--- config.mk ---
export PLATFORM = sky130hd
export DESIGN_NAME = soc_top
export DESIGN_NICKNAME = d
export VERILOG_FILES = /design/src/rtl/soc_pkg.sv /design/src/rtl/spi_shifter.sv /design/src/rtl/spi_regs.sv /design/src/rtl/conf_regs.sv /design/src/rtl/bus_fabric.sv /design/src/rtl/soc_top.sv
export SDC_FILE = /design/constraint.sdc
export NUM_CORES = 1
export LEC_CHECK = 0
export ABC_AREA = 1
export BUFFER_PORTS_ARGS = -buffer_cell sky130_fd_sc_hd__buf_2
export CAP_MARGIN = 20
export CORE_MARGIN = 4
export CORE_UTILIZATION = 35
export DETAILED_ROUTE_END_ITERATION = 8
export PLACE_DENSITY_LB_ADDON = 0.05
export SYNTH_ARGS = -nofsm -noshare
export SYNTH_HDL_FRONTEND = slang
export SYNTH_HIERARCHICAL = 1
export SYNTH_SLANG_ARGS = --single-unit
--- constraint.sdc ---
create_clock -name c1_clk0 -period 3.1 [get_ports c1_clk0]
set_clock_uncertainty 0.05 [all_clocks]
set_input_delay 0.62 -clock c1_clk0 [delete_from_list [all_inputs] [get_ports c1_clk0]]
set_output_delay 0.62 -clock c1_clk0 [all_outputs]
set_load 0.01 [all_outputs]
--- src/rtl/soc_pkg.sv ---
`default_nettype none

package soc_pkg;

    // Bus geometry
    localparam int ADDR_W = 16;
    localparam int DATA_W = 32;
    localparam int OFF_W = 4;

    // Queue depth, equal to the credits the master holds after reset
    localparam int REQ_CREDITS = 2;

    // Address map
    localparam logic [ADDR_W-1:0] CONF_BASE = 16'h0000;
    localparam logic [ADDR_W-1:0] SPI_BASE = 16'h0100;
    localparam logic [ADDR_W-1:0] REGION_MASK = 16'hFF00;

    localparam int KEY_W = 5;
    localparam int SPI_DIV_W = 8;

    typedef struct packed {
        logic              write;
        logic [ADDR_W-1:0] addr;
        logic [DATA_W-1:0] wdata;
    } bus_req_t;

    typedef struct packed {
        logic [DATA_W-1:0] rdata;
        logic              err;
    } bus_rsp_t;

    // Single-cycle access seen by a slave
    typedef struct packed {
        logic              write;
        logic [OFF_W-1:0]  offset;
        logic [DATA_W-1:0] wdata;
    } slave_req_t;

    typedef enum logic [1:0] {TGT_CONF, TGT_SPI, TGT_NONE} target_e;

    // Word offsets inside the configuration block
    typedef enum logic [OFF_W-1:0] {
        CR_LED      = 4'h0,
        CR_SEG_CSN  = 4'h1,
        CR_SEG_AG   = 4'h2,
        CR_IRQ_MASK = 4'h4,
        CR_IRQ_STAT = 4'h5,
        CR_KEYS     = 4'h6
    } conf_reg_e;

    typedef enum logic [OFF_W-1:0] {SR_CTRL = 4'h0, SR_STATUS = 4'h1, SR_DATA = 4'h2} spi_reg_e;

    typedef enum logic [1:0] {SPI_IDLE, SPI_LOW, SPI_HIGH, SPI_END} spi_state_e;

endpackage

`default_nettype wire

--- src/rtl/spi_shifter.sv ---
`default_nettype none
`timescale 1ns/1ps

module spi_shifter (
    input  wire                          c1_clk0,
    input  wire                          reset_i,
    input  wire                          start_i,
    input  wire [7:0]                    tx_byte_i,
    input  wire [soc_pkg::SPI_DIV_W-1:0] div_i,
    output logic                         busy_o,
    output logic                         done_o,
    output logic [7:0]                   rx_byte_o,
    output logic                         sck_o,
    output logic                         cs_n_o,
    output logic                         mosi_o,
    input  wire                          miso_i
);

    soc_pkg::spi_state_e           state_q;
    logic [soc_pkg::SPI_DIV_W-1:0] div_cnt_q;
    logic [2:0]                    bit_cnt_q;
    logic [7:0]                    tx_sh_q;
    logic [7:0]                    rx_sh_q;

    assign busy_o = (state_q != soc_pkg::SPI_IDLE);
    assign done_o = (state_q == soc_pkg::SPI_END);
    assign mosi_o = tx_sh_q[7];

    always_ff @(posedge c1_clk0)
    begin
        if (reset_i)
        begin
            state_q   <= soc_pkg::SPI_IDLE;
            div_cnt_q <= '0;
            bit_cnt_q <= '0;
            sck_o     <= 1'b0;
            cs_n_o    <= 1'b1;
        end
        else
        begin
            case (state_q)
                soc_pkg::SPI_IDLE:
                    if (start_i)
                    begin
                        state_q   <= soc_pkg::SPI_LOW;
                        div_cnt_q <= div_i;
                        bit_cnt_q <= '0;
                        cs_n_o    <= 1'b0;
                    end
                soc_pkg::SPI_LOW:
                    if (div_cnt_q == '0)
                    begin
                        state_q   <= soc_pkg::SPI_HIGH;
                        div_cnt_q <= div_i;
                        sck_o     <= 1'b1;
                    end
                    else
                        div_cnt_q <= div_cnt_q - 1'b1;
                soc_pkg::SPI_HIGH:
                    if (div_cnt_q == '0)
                    begin
                        // Last high phase hands over to the finish cycle
                        state_q   <= (bit_cnt_q == 3'd7) ? soc_pkg::SPI_END : soc_pkg::SPI_LOW;
                        div_cnt_q <= div_i;
                        bit_cnt_q <= bit_cnt_q + 1'b1;
                        sck_o     <= 1'b0;
                    end
                    else
                        div_cnt_q <= div_cnt_q - 1'b1;
                default:
                begin
                    state_q <= soc_pkg::SPI_IDLE;
                    cs_n_o  <= 1'b1;
                end
            endcase
        end
    end

    // Shift registers, MSB first
    always_ff @(posedge c1_clk0)
    begin
        if (state_q == soc_pkg::SPI_IDLE && start_i)
            tx_sh_q <= tx_byte_i;
        else if (state_q == soc_pkg::SPI_HIGH && div_cnt_q == '0)
            tx_sh_q <= {tx_sh_q[6:0], 1'b0};
        if (state_q == soc_pkg::SPI_LOW && div_cnt_q == '0)
            rx_sh_q <= {rx_sh_q[6:0], miso_i};
        if (state_q == soc_pkg::SPI_END)
            rx_byte_o <= rx_sh_q;
    end

endmodule

`default_nettype wire

--- src/rtl/spi_regs.sv ---
`default_nettype none
`timescale 1ns/1ps

module spi_regs (
    input  wire                        c1_clk0,
    input  wire                        reset_i,
    input  wire                        valid_i,
    input  wire soc_pkg::slave_req_t   req_i,
    output logic [soc_pkg::DATA_W-1:0] rdata_o,
    output logic                       ready_o,
    output logic                       spi_irq_o,
    output logic                       spi_sck_o,
    output logic                       spi_cs_n_o,
    output logic                       spi_mosi_o,
    input  wire                        spi_miso_i
);

    logic [soc_pkg::SPI_DIV_W-1:0] div_q;
    logic                          irq_en_q;
    logic                          done_q;
    logic                          start_q;
    logic [7:0]                    tx_q;
    logic [7:0]                    rx_byte;
    logic                          shift_busy;
    logic                          shift_done;
    logic                          busy;

    // Busy already in the cycle the start is pending
    assign busy = shift_busy | start_q;
    assign ready_o = !(busy && req_i.write && req_i.offset == soc_pkg::SR_DATA);
    assign spi_irq_o = done_q & irq_en_q;

    always_ff @(posedge c1_clk0)
    begin
        if (reset_i)
        begin
            div_q    <= '0;
            irq_en_q <= 1'b0;
            done_q   <= 1'b0;
            start_q  <= 1'b0;
        end
        else
        begin
            start_q <= valid_i && req_i.write && req_i.offset == soc_pkg::SR_DATA;
            if (valid_i && req_i.write && req_i.offset == soc_pkg::SR_CTRL)
            begin
                div_q    <= req_i.wdata[soc_pkg::SPI_DIV_W-1:0];
                irq_en_q <= req_i.wdata[8];
            end
            if (shift_done)
                done_q <= 1'b1;
            else if (valid_i && req_i.write && req_i.offset == soc_pkg::SR_STATUS &&
                     req_i.wdata[1])
                done_q <= 1'b0;
        end
    end

    always_ff @(posedge c1_clk0)
    begin
        if (valid_i && req_i.write && req_i.offset == soc_pkg::SR_DATA)
            tx_q <= req_i.wdata[7:0];
    end

    always_comb
    begin
        rdata_o = '0;
        case (req_i.offset)
            soc_pkg::SR_CTRL:   rdata_o[8:0] = {irq_en_q, div_q};
            soc_pkg::SR_STATUS: rdata_o[15:0] = {rx_byte, 6'b0, done_q, busy};
            soc_pkg::SR_DATA:   rdata_o[7:0] = rx_byte;
            default:            rdata_o = '0;
        endcase
    end

    spi_shifter spi_shifter_inst (
        .c1_clk0   (c1_clk0),
        .reset_i   (reset_i),
        .start_i   (start_q),
        .tx_byte_i (tx_q),
        .div_i     (div_q),
        .busy_o    (shift_busy),
        .done_o    (shift_done),
        .rx_byte_o (rx_byte),
        .sck_o     (spi_sck_o),
        .cs_n_o    (spi_cs_n_o),
        .mosi_o    (spi_mosi_o),
        .miso_i    (spi_miso_i)
    );

endmodule

`default_nettype wire

--- src/rtl/conf_regs.sv ---
`default_nettype none
`timescale 1ns/1ps

module conf_regs (
    input  wire                        c1_clk0,
    input  wire                        reset_i,
    input  wire                        valid_i,
    input  wire soc_pkg::slave_req_t   req_i,
    output logic [soc_pkg::DATA_W-1:0] rdata_o,
    input  wire [soc_pkg::KEY_W-1:0]   key_i,
    input  wire                        spi_irq_i,
    output logic [15:0]                led_o,
    output logic [7:0]                 seg_csn_o,
    output logic [7:0]                 seg_a_g_o,
    output logic                       irq_o
);

    logic [soc_pkg::KEY_W-1:0] key_meta_q;
    logic [soc_pkg::KEY_W-1:0] key_sync_q;
    logic [soc_pkg::KEY_W-1:0] keys;
    logic [1:0]                irq_mask_q;
    logic [1:0]                irq_stat;
    logic                      key_pend;

    // Key 0 on the board is active low
    assign keys = {key_sync_q[soc_pkg::KEY_W-1:1], ~key_sync_q[0]};
    assign key_pend = keys[4] | keys[3] | keys[2] | keys[0];
    assign irq_stat = {spi_irq_i, key_pend};
    assign irq_o = |(irq_stat & irq_mask_q);

    always_ff @(posedge c1_clk0)
    begin
        if (reset_i)
        begin
            led_o      <= '0;
            seg_csn_o  <= '1;
            seg_a_g_o  <= '0;
            irq_mask_q <= '0;
            key_meta_q <= '0;
            key_sync_q <= '0;
        end
        else
        begin
            key_meta_q <= key_i;
            key_sync_q <= key_meta_q;
            if (valid_i && req_i.write)
            begin
                case (req_i.offset)
                    soc_pkg::CR_LED:      led_o      <= req_i.wdata[15:0];
                    soc_pkg::CR_SEG_CSN:  seg_csn_o  <= req_i.wdata[7:0];
                    soc_pkg::CR_SEG_AG:   seg_a_g_o  <= req_i.wdata[7:0];
                    soc_pkg::CR_IRQ_MASK: irq_mask_q <= req_i.wdata[1:0];
                    default:              ;
                endcase
            end
        end
    end

    // Read data is valid in the access cycle
    always_comb
    begin
        rdata_o = '0;
        case (req_i.offset)
            soc_pkg::CR_LED:      rdata_o[15:0] = led_o;
            soc_pkg::CR_SEG_CSN:  rdata_o[7:0]  = seg_csn_o;
            soc_pkg::CR_SEG_AG:   rdata_o[7:0]  = seg_a_g_o;
            soc_pkg::CR_KEYS:     rdata_o[soc_pkg::KEY_W-1:0] = keys;
            soc_pkg::CR_IRQ_MASK: rdata_o[1:0]  = irq_mask_q;
            soc_pkg::CR_IRQ_STAT: rdata_o[1:0]  = irq_stat;
            default:              rdata_o = '0;
        endcase
    end

endmodule

`default_nettype wire

--- src/rtl/bus_fabric.sv ---
`default_nettype none
`timescale 1ns/1ps

module bus_fabric (
    input  wire                       c1_clk0,
    input  wire                       reset_i,
    input  wire                       req_valid_i,
    input  wire soc_pkg::bus_req_t    req_i,
    output logic                      credit_o,
    output logic                      rsp_valid_o,
    output soc_pkg::bus_rsp_t         rsp_o,
    output logic                      conf_valid_o,
    output logic                      spi_valid_o,
    output soc_pkg::slave_req_t       slave_req_o,
    input  wire [soc_pkg::DATA_W-1:0] conf_rdata_i,
    input  wire [soc_pkg::DATA_W-1:0] spi_rdata_i,
    input  wire                       spi_ready_i
);

    soc_pkg::bus_req_t queue_mem [soc_pkg::REQ_CREDITS];
    logic [$clog2(soc_pkg::REQ_CREDITS)-1:0]   wr_ptr_q;
    logic [$clog2(soc_pkg::REQ_CREDITS)-1:0]   rd_ptr_q;
    logic [$clog2(soc_pkg::REQ_CREDITS+1)-1:0] count_q;
    soc_pkg::bus_req_t head;
    soc_pkg::target_e  target;
    soc_pkg::bus_rsp_t rsp_d;
    logic              window_ok;
    logic              pop;
    logic              pop_q;

    assign head = queue_mem[rd_ptr_q];

    // Each block decodes a 64-byte window of word registers
    assign window_ok = (head.addr[7:6] == 2'b00);

    always_comb
    begin
        target = soc_pkg::TGT_NONE;
        if ((head.addr & soc_pkg::REGION_MASK) == soc_pkg::CONF_BASE && window_ok &&
            slave_req_o.offset inside {soc_pkg::CR_LED, soc_pkg::CR_SEG_CSN,
            soc_pkg::CR_SEG_AG, soc_pkg::CR_KEYS, soc_pkg::CR_IRQ_MASK,
            soc_pkg::CR_IRQ_STAT})
            target = soc_pkg::TGT_CONF;
        else if ((head.addr & soc_pkg::REGION_MASK) == soc_pkg::SPI_BASE && window_ok &&
            slave_req_o.offset inside {soc_pkg::SR_CTRL, soc_pkg::SR_STATUS, soc_pkg::SR_DATA})
            target = soc_pkg::TGT_SPI;
    end

    assign slave_req_o.write  = head.write;
    assign slave_req_o.offset = head.addr[soc_pkg::OFF_W+1:2];
    assign slave_req_o.wdata  = head.wdata;

    // Head waits while the SPI block cannot take it
    assign pop = (count_q != '0) && !(target == soc_pkg::TGT_SPI && !spi_ready_i);
    assign conf_valid_o = pop && (target == soc_pkg::TGT_CONF);
    assign spi_valid_o  = pop && (target == soc_pkg::TGT_SPI);

    always_comb
    begin
        rsp_d.rdata = '0;
        rsp_d.err   = 1'b0;
        case (target)
            soc_pkg::TGT_CONF: rsp_d.rdata = conf_rdata_i;
            soc_pkg::TGT_SPI:  rsp_d.rdata = spi_rdata_i;
            default:           rsp_d.err   = 1'b1;
        endcase
        if (head.write)
            rsp_d.rdata = '0;
    end

    always_ff @(posedge c1_clk0)
    begin
        if (reset_i)
        begin
            wr_ptr_q <= '0;
            rd_ptr_q <= '0;
            count_q  <= '0;
            pop_q    <= 1'b0;
        end
        else
        begin
            if (req_valid_i)
                wr_ptr_q <= wr_ptr_q + 1'b1;
            if (pop)
                rd_ptr_q <= rd_ptr_q + 1'b1;
            count_q <= count_q + req_valid_i - pop;
            pop_q   <= pop;
        end
    end

    always_ff @(posedge c1_clk0)
    begin
        if (req_valid_i)
            queue_mem[wr_ptr_q] <= req_i;
        if (pop)
            rsp_o <= rsp_d;
    end

    // One credit and one response per popped request
    assign credit_o    = pop_q;
    assign rsp_valid_o = pop_q;

endmodule

`default_nettype wire

--- src/rtl/soc_top.sv ---
`default_nettype none
`timescale 1ns/1ps

module soc_top (
    input  wire                       c1_clk0,
    input  wire                       reset_i,
    input  wire                       req_valid_i,
    input  wire soc_pkg::bus_req_t    req_i,
    output logic                      credit_o,
    output logic                      rsp_valid_o,
    output soc_pkg::bus_rsp_t         rsp_o,
    input  wire [soc_pkg::KEY_W-1:0]  key_i,
    output logic [15:0]               led_o,
    output logic [7:0]                seg_csn_o,
    output logic [7:0]                seg_a_g_o,
    output logic                      irq_o,
    output logic                      spi_sck_o,
    output logic                      spi_cs_n_o,
    output logic                      spi_mosi_o,
    input  wire                       spi_miso_i
);

    soc_pkg::slave_req_t         slave_req;
    logic                        conf_valid;
    logic                        spi_valid;
    logic [soc_pkg::DATA_W-1:0]  conf_rdata;
    logic [soc_pkg::DATA_W-1:0]  spi_rdata;
    logic                        spi_ready;
    logic                        spi_irq;

    bus_fabric bus_fabric_inst (
        .c1_clk0      (c1_clk0),
        .reset_i      (reset_i),
        .req_valid_i  (req_valid_i),
        .req_i        (req_i),
        .credit_o     (credit_o),
        .rsp_valid_o  (rsp_valid_o),
        .rsp_o        (rsp_o),
        .conf_valid_o (conf_valid),
        .spi_valid_o  (spi_valid),
        .slave_req_o  (slave_req),
        .conf_rdata_i (conf_rdata),
        .spi_rdata_i  (spi_rdata),
        .spi_ready_i  (spi_ready)
    );

    // Board-facing registers and interrupt gathering
    conf_regs conf_regs_inst (
        .c1_clk0   (c1_clk0),
        .reset_i   (reset_i),
        .valid_i   (conf_valid),
        .req_i     (slave_req),
        .rdata_o   (conf_rdata),
        .key_i     (key_i),
        .spi_irq_i (spi_irq),
        .led_o     (led_o),
        .seg_csn_o (seg_csn_o),
        .seg_a_g_o (seg_a_g_o),
        .irq_o     (irq_o)
    );

    spi_regs spi_regs_inst (
        .c1_clk0    (c1_clk0),
        .reset_i    (reset_i),
        .valid_i    (spi_valid),
        .req_i      (slave_req),
        .rdata_o    (spi_rdata),
        .ready_o    (spi_ready),
        .spi_irq_o  (spi_irq),
        .spi_sck_o  (spi_sck_o),
        .spi_cs_n_o (spi_cs_n_o),
        .spi_mosi_o (spi_mosi_o),
        .spi_miso_i (spi_miso_i)
    );

endmodule

`default_nettype wire

==> key figures <==
Final layout
  – Area delta synth->final: 16.5%
  – Net count reported at finish: ~1,200
  – Core Util, Final: approximately two fifths
  – Share of cells above drive strength 1: between 20% and 30%
  – N_diodes: 0

Route
  – Via count: around 6,500
  – Pre-Repair DR Iteration Count: 4
  – Routed len/inst: approximately 15 µm
  – Post-route ant nets: 0
  – Routed Wire Length: ~22,000 µm
  – DRC viols: 0
  – Vias per Instance: 4.39
  – First-iteration detailed-routing DRC count: between 300 and 400

GRT
  – Met3 Use GR: around 3.0%
  – Grt peak-use layer: met2
  – Largest net degree at the start of global routing: 35
  – GR Util met2: approximately 25%
  – Initial antenna violation count: 0
  – Gr ovfl total: 0
  – All-Layer GR Usage: between 15 and 20%
  – Vias in the first global route: approximately 6,100
  – Grt met1 use: a little over a fifth
  – First-pass GRT wire length: about 35,000 µm

Timing
  – Fmax: between 300 and 400 MHz
  – Worst-margin pin slew: ~0.55 ns
  – Sum Neg Setup Slack: 0 ns
  – Crit share post-route: about 87%
  – RSZ-0062 raised after global routing: no
  – Setup violators final: 0
  – Final min period: ~2.7 ns
  – Pins Over Slew Limit: 0
  – Max_slew headroom: between 60% and 70%
  – Final hold violation count: 0

Clocking
  – TritonCTS clock tree: done
  – Clk Latency, worst-skew pair: slightly above 0.5 ns
  – CTS max path bufs: 3
  – Clock slew at reported path FFs: about 0.06 ns
  – H-tree Lvls: 1
  – # Post-CTS Setup Buffers: 0
  – CTS sink cnt: 203
  – TritonCTS buffer count: 24
  – Root buffer cell: clkbuf_16

Logic synthesis
  – Post-Synthesis Cells: about 1,000
  – Post-Syn Area: 9310 µm²
  – Mean area per synthesized cell: 9.14 µm²
  – Warnings from Yosys: 6

Placement
  – HPWL reported at the end of detailed placement: between 15,000 and 20,000 µm
  – Placer Congestion: a little under 0.8
  – Port Buffers: 110

Floorplanning
  – Die Wd: around 170 µm
  – IO Count: ~130
  – Core ar.: between 20,000 and 30,000 µm²
  – Cell Rows: around 60
  – Die height: 171 µm
  – Starting density of the core: a little over a third
  – Die area: between 20,000 and 30,000 µm²

Critical path
  – Reg-to-Reg End: bus_fabric_inst/count_q[1]$_SDFF_PP0_
  – CP max stage delay: between 0.4 and 0.5 ns
  – Critical-path top delay cell: dfxtp_2
  – Reg-to-reg setup timing slack: about 0.39 ns
  – Worst Path Required: roughly 3.5 ns
  – Buf+Inv Stages, Crit Path: 5
  – Type of origin of the critical path: register
  – Worst setup EP type: register
  – CP Max Fanout: 11
  – Worst Path Arrival: between 3 and 4 ns
  – Crit-path cells: nand2_1 -> o21ai_1 -> inv_2 -> nor2_4 -> nand2_4 -> inv_2 -> nand3_1 -> inv_1 -> nand3_2 -> nand2_2 -> clkinvlp_4 -> ha_4 -> inv_1 -> ha_1 -> xor2_1 -> o21ai_1 -> a21oi_1
  – FF-to-FF path depth: 17
  – WS Path Type: reg2reg
  – Crit-path leading delay family: simple AND/OR/NAND/NOR gates

Pwr
  – Leakage: 4.78 nW
  – Power per Cell Area: slightly below 800 nW/µm²
  – Peak supply drop: ~380 µV

Min path
  – Hold Path Class: in2reg
  – Hold_sp: req_i[39]
  – Hold worst-path end: bus_fabric_inst/queue_mem[0][39]$_DFFE_PP_
  – Hold Path Cell Cnt: 1

Job
  – Max cap viols: 0

Status
  – Outcome: finished clean
[registers in the layout, indices dropped and copies added (netlist names), 2 cells and up, named ones only]
signal / cells
spi_regs_inst/tx_q: 8
conf_regs_inst/key_meta_q: 5
conf_regs_inst/irq_mask_q: 2
spi_regs_inst/spi_shifter_inst/tx_sh_q: 8
spi_regs_inst/spi_shifter_inst/div_cnt_q: 8
bus_fabric_inst/count_q: 2
conf_regs_inst/seg_a_g_o: 8
spi_regs_inst/spi_shifter_inst/bit_cnt_q: 3
conf_regs_inst/led_o: 16
spi_regs_inst/spi_shifter_inst/state_q: 2
bus_fabric_inst/queue_mem: 62
conf_regs_inst/seg_csn_o: 8
spi_regs_inst/div_q: 8
spi_regs_inst/spi_shifter_inst/rx_byte_o: 8
spi_regs_inst/spi_shifter_inst/rx_sh_q: 8
bus_fabric_inst/rsp_o: 33
conf_regs_inst/key_sync_q: 5
[through the flow]
step	total power (W)	std cells	setup WS [ns]	hold slack [ns]	instance area, µm²
after global placement	0.00576	1445	0.189	0.344	10000
final	0.00851	1489	0.392	0.246	10800
after detailed placement	0.00577	1445	0.169	0.344	10000
after CTS	0.00866	1489	0.162	0.220	10800
after floorplan	0.00508	1048	0.0185	0.338	9450
after global routing	0.00903	1489	0.0840	0.219	10800
[how the worst max path moves through the flow]
stage	start	endpoint	slack, ns	depth (start not counted)
after floorplan	register	bus_fabric_inst/count_q[1]$_SDFF_PP0_	0.02	20
after global placement	register	bus_fabric_inst/count_q[1]$_SDFF_PP0_	0.19	17
after detailed placement	register	bus_fabric_inst/count_q[1]$_SDFF_PP0_	0.17	17
after CTS	register	bus_fabric_inst/count_q[1]$_SDFF_PP0_	0.16	17
after global routing	register	bus_fabric_inst/count_q[1]$_SDFF_PP0_	0.08	17
final	register	bus_fabric_inst/count_q[1]$_SDFF_PP0_	0.39	17
[cells in the final DEF (no fill, tap or decap), types with 27 or more instances in the layout]
master,n
buf_2,110
a21oi_1,28
conb_1,32
nand3_1,58
nand2_1,287
inv_1,103
edfxtp_1,127
dfxtp_1,75
nor2_1,134
nand2_2,27
[power by group]
group / leakage [nW] / internal [W] / total [W] / switching, W
Combinational: 2.56 / 0.000640 / 0.00219 / 0.00155
Sequential: 1.82 / 0.00332 / 0.00346 / 0.000142
Clock: 0.393 / 0.00174 / 0.00285 / 0.00111
[final cells by class]
cell class / count / area (µm²)
fillers: 2673 / 15300
repair buffers: 128 / 686
clock inverters: 16 / 161
inverters: 117 / 449
flip-flops and latches: 203 / 5340
clock buffers: 28 / 647
multi-input cells: 662 / 3140
well taps: 335 / 419
[what timing repair did]
| action | CTS | global route |
|---|---|---|
| gates resized for setup | 0 | 1 |
| setup endpoints to repair | 0 | 1 |
| hold buffers | 0 | 0 |
| hold endpoints to repair | 0 | 0 |
[per-layer routing]
layer,share of wire (%),wire (µm)
met1,46,10300
met2,46,10400
met3,5.2,1150
met4,2.0,454
met5,0,0
Power figures use the tool's default switching activity.
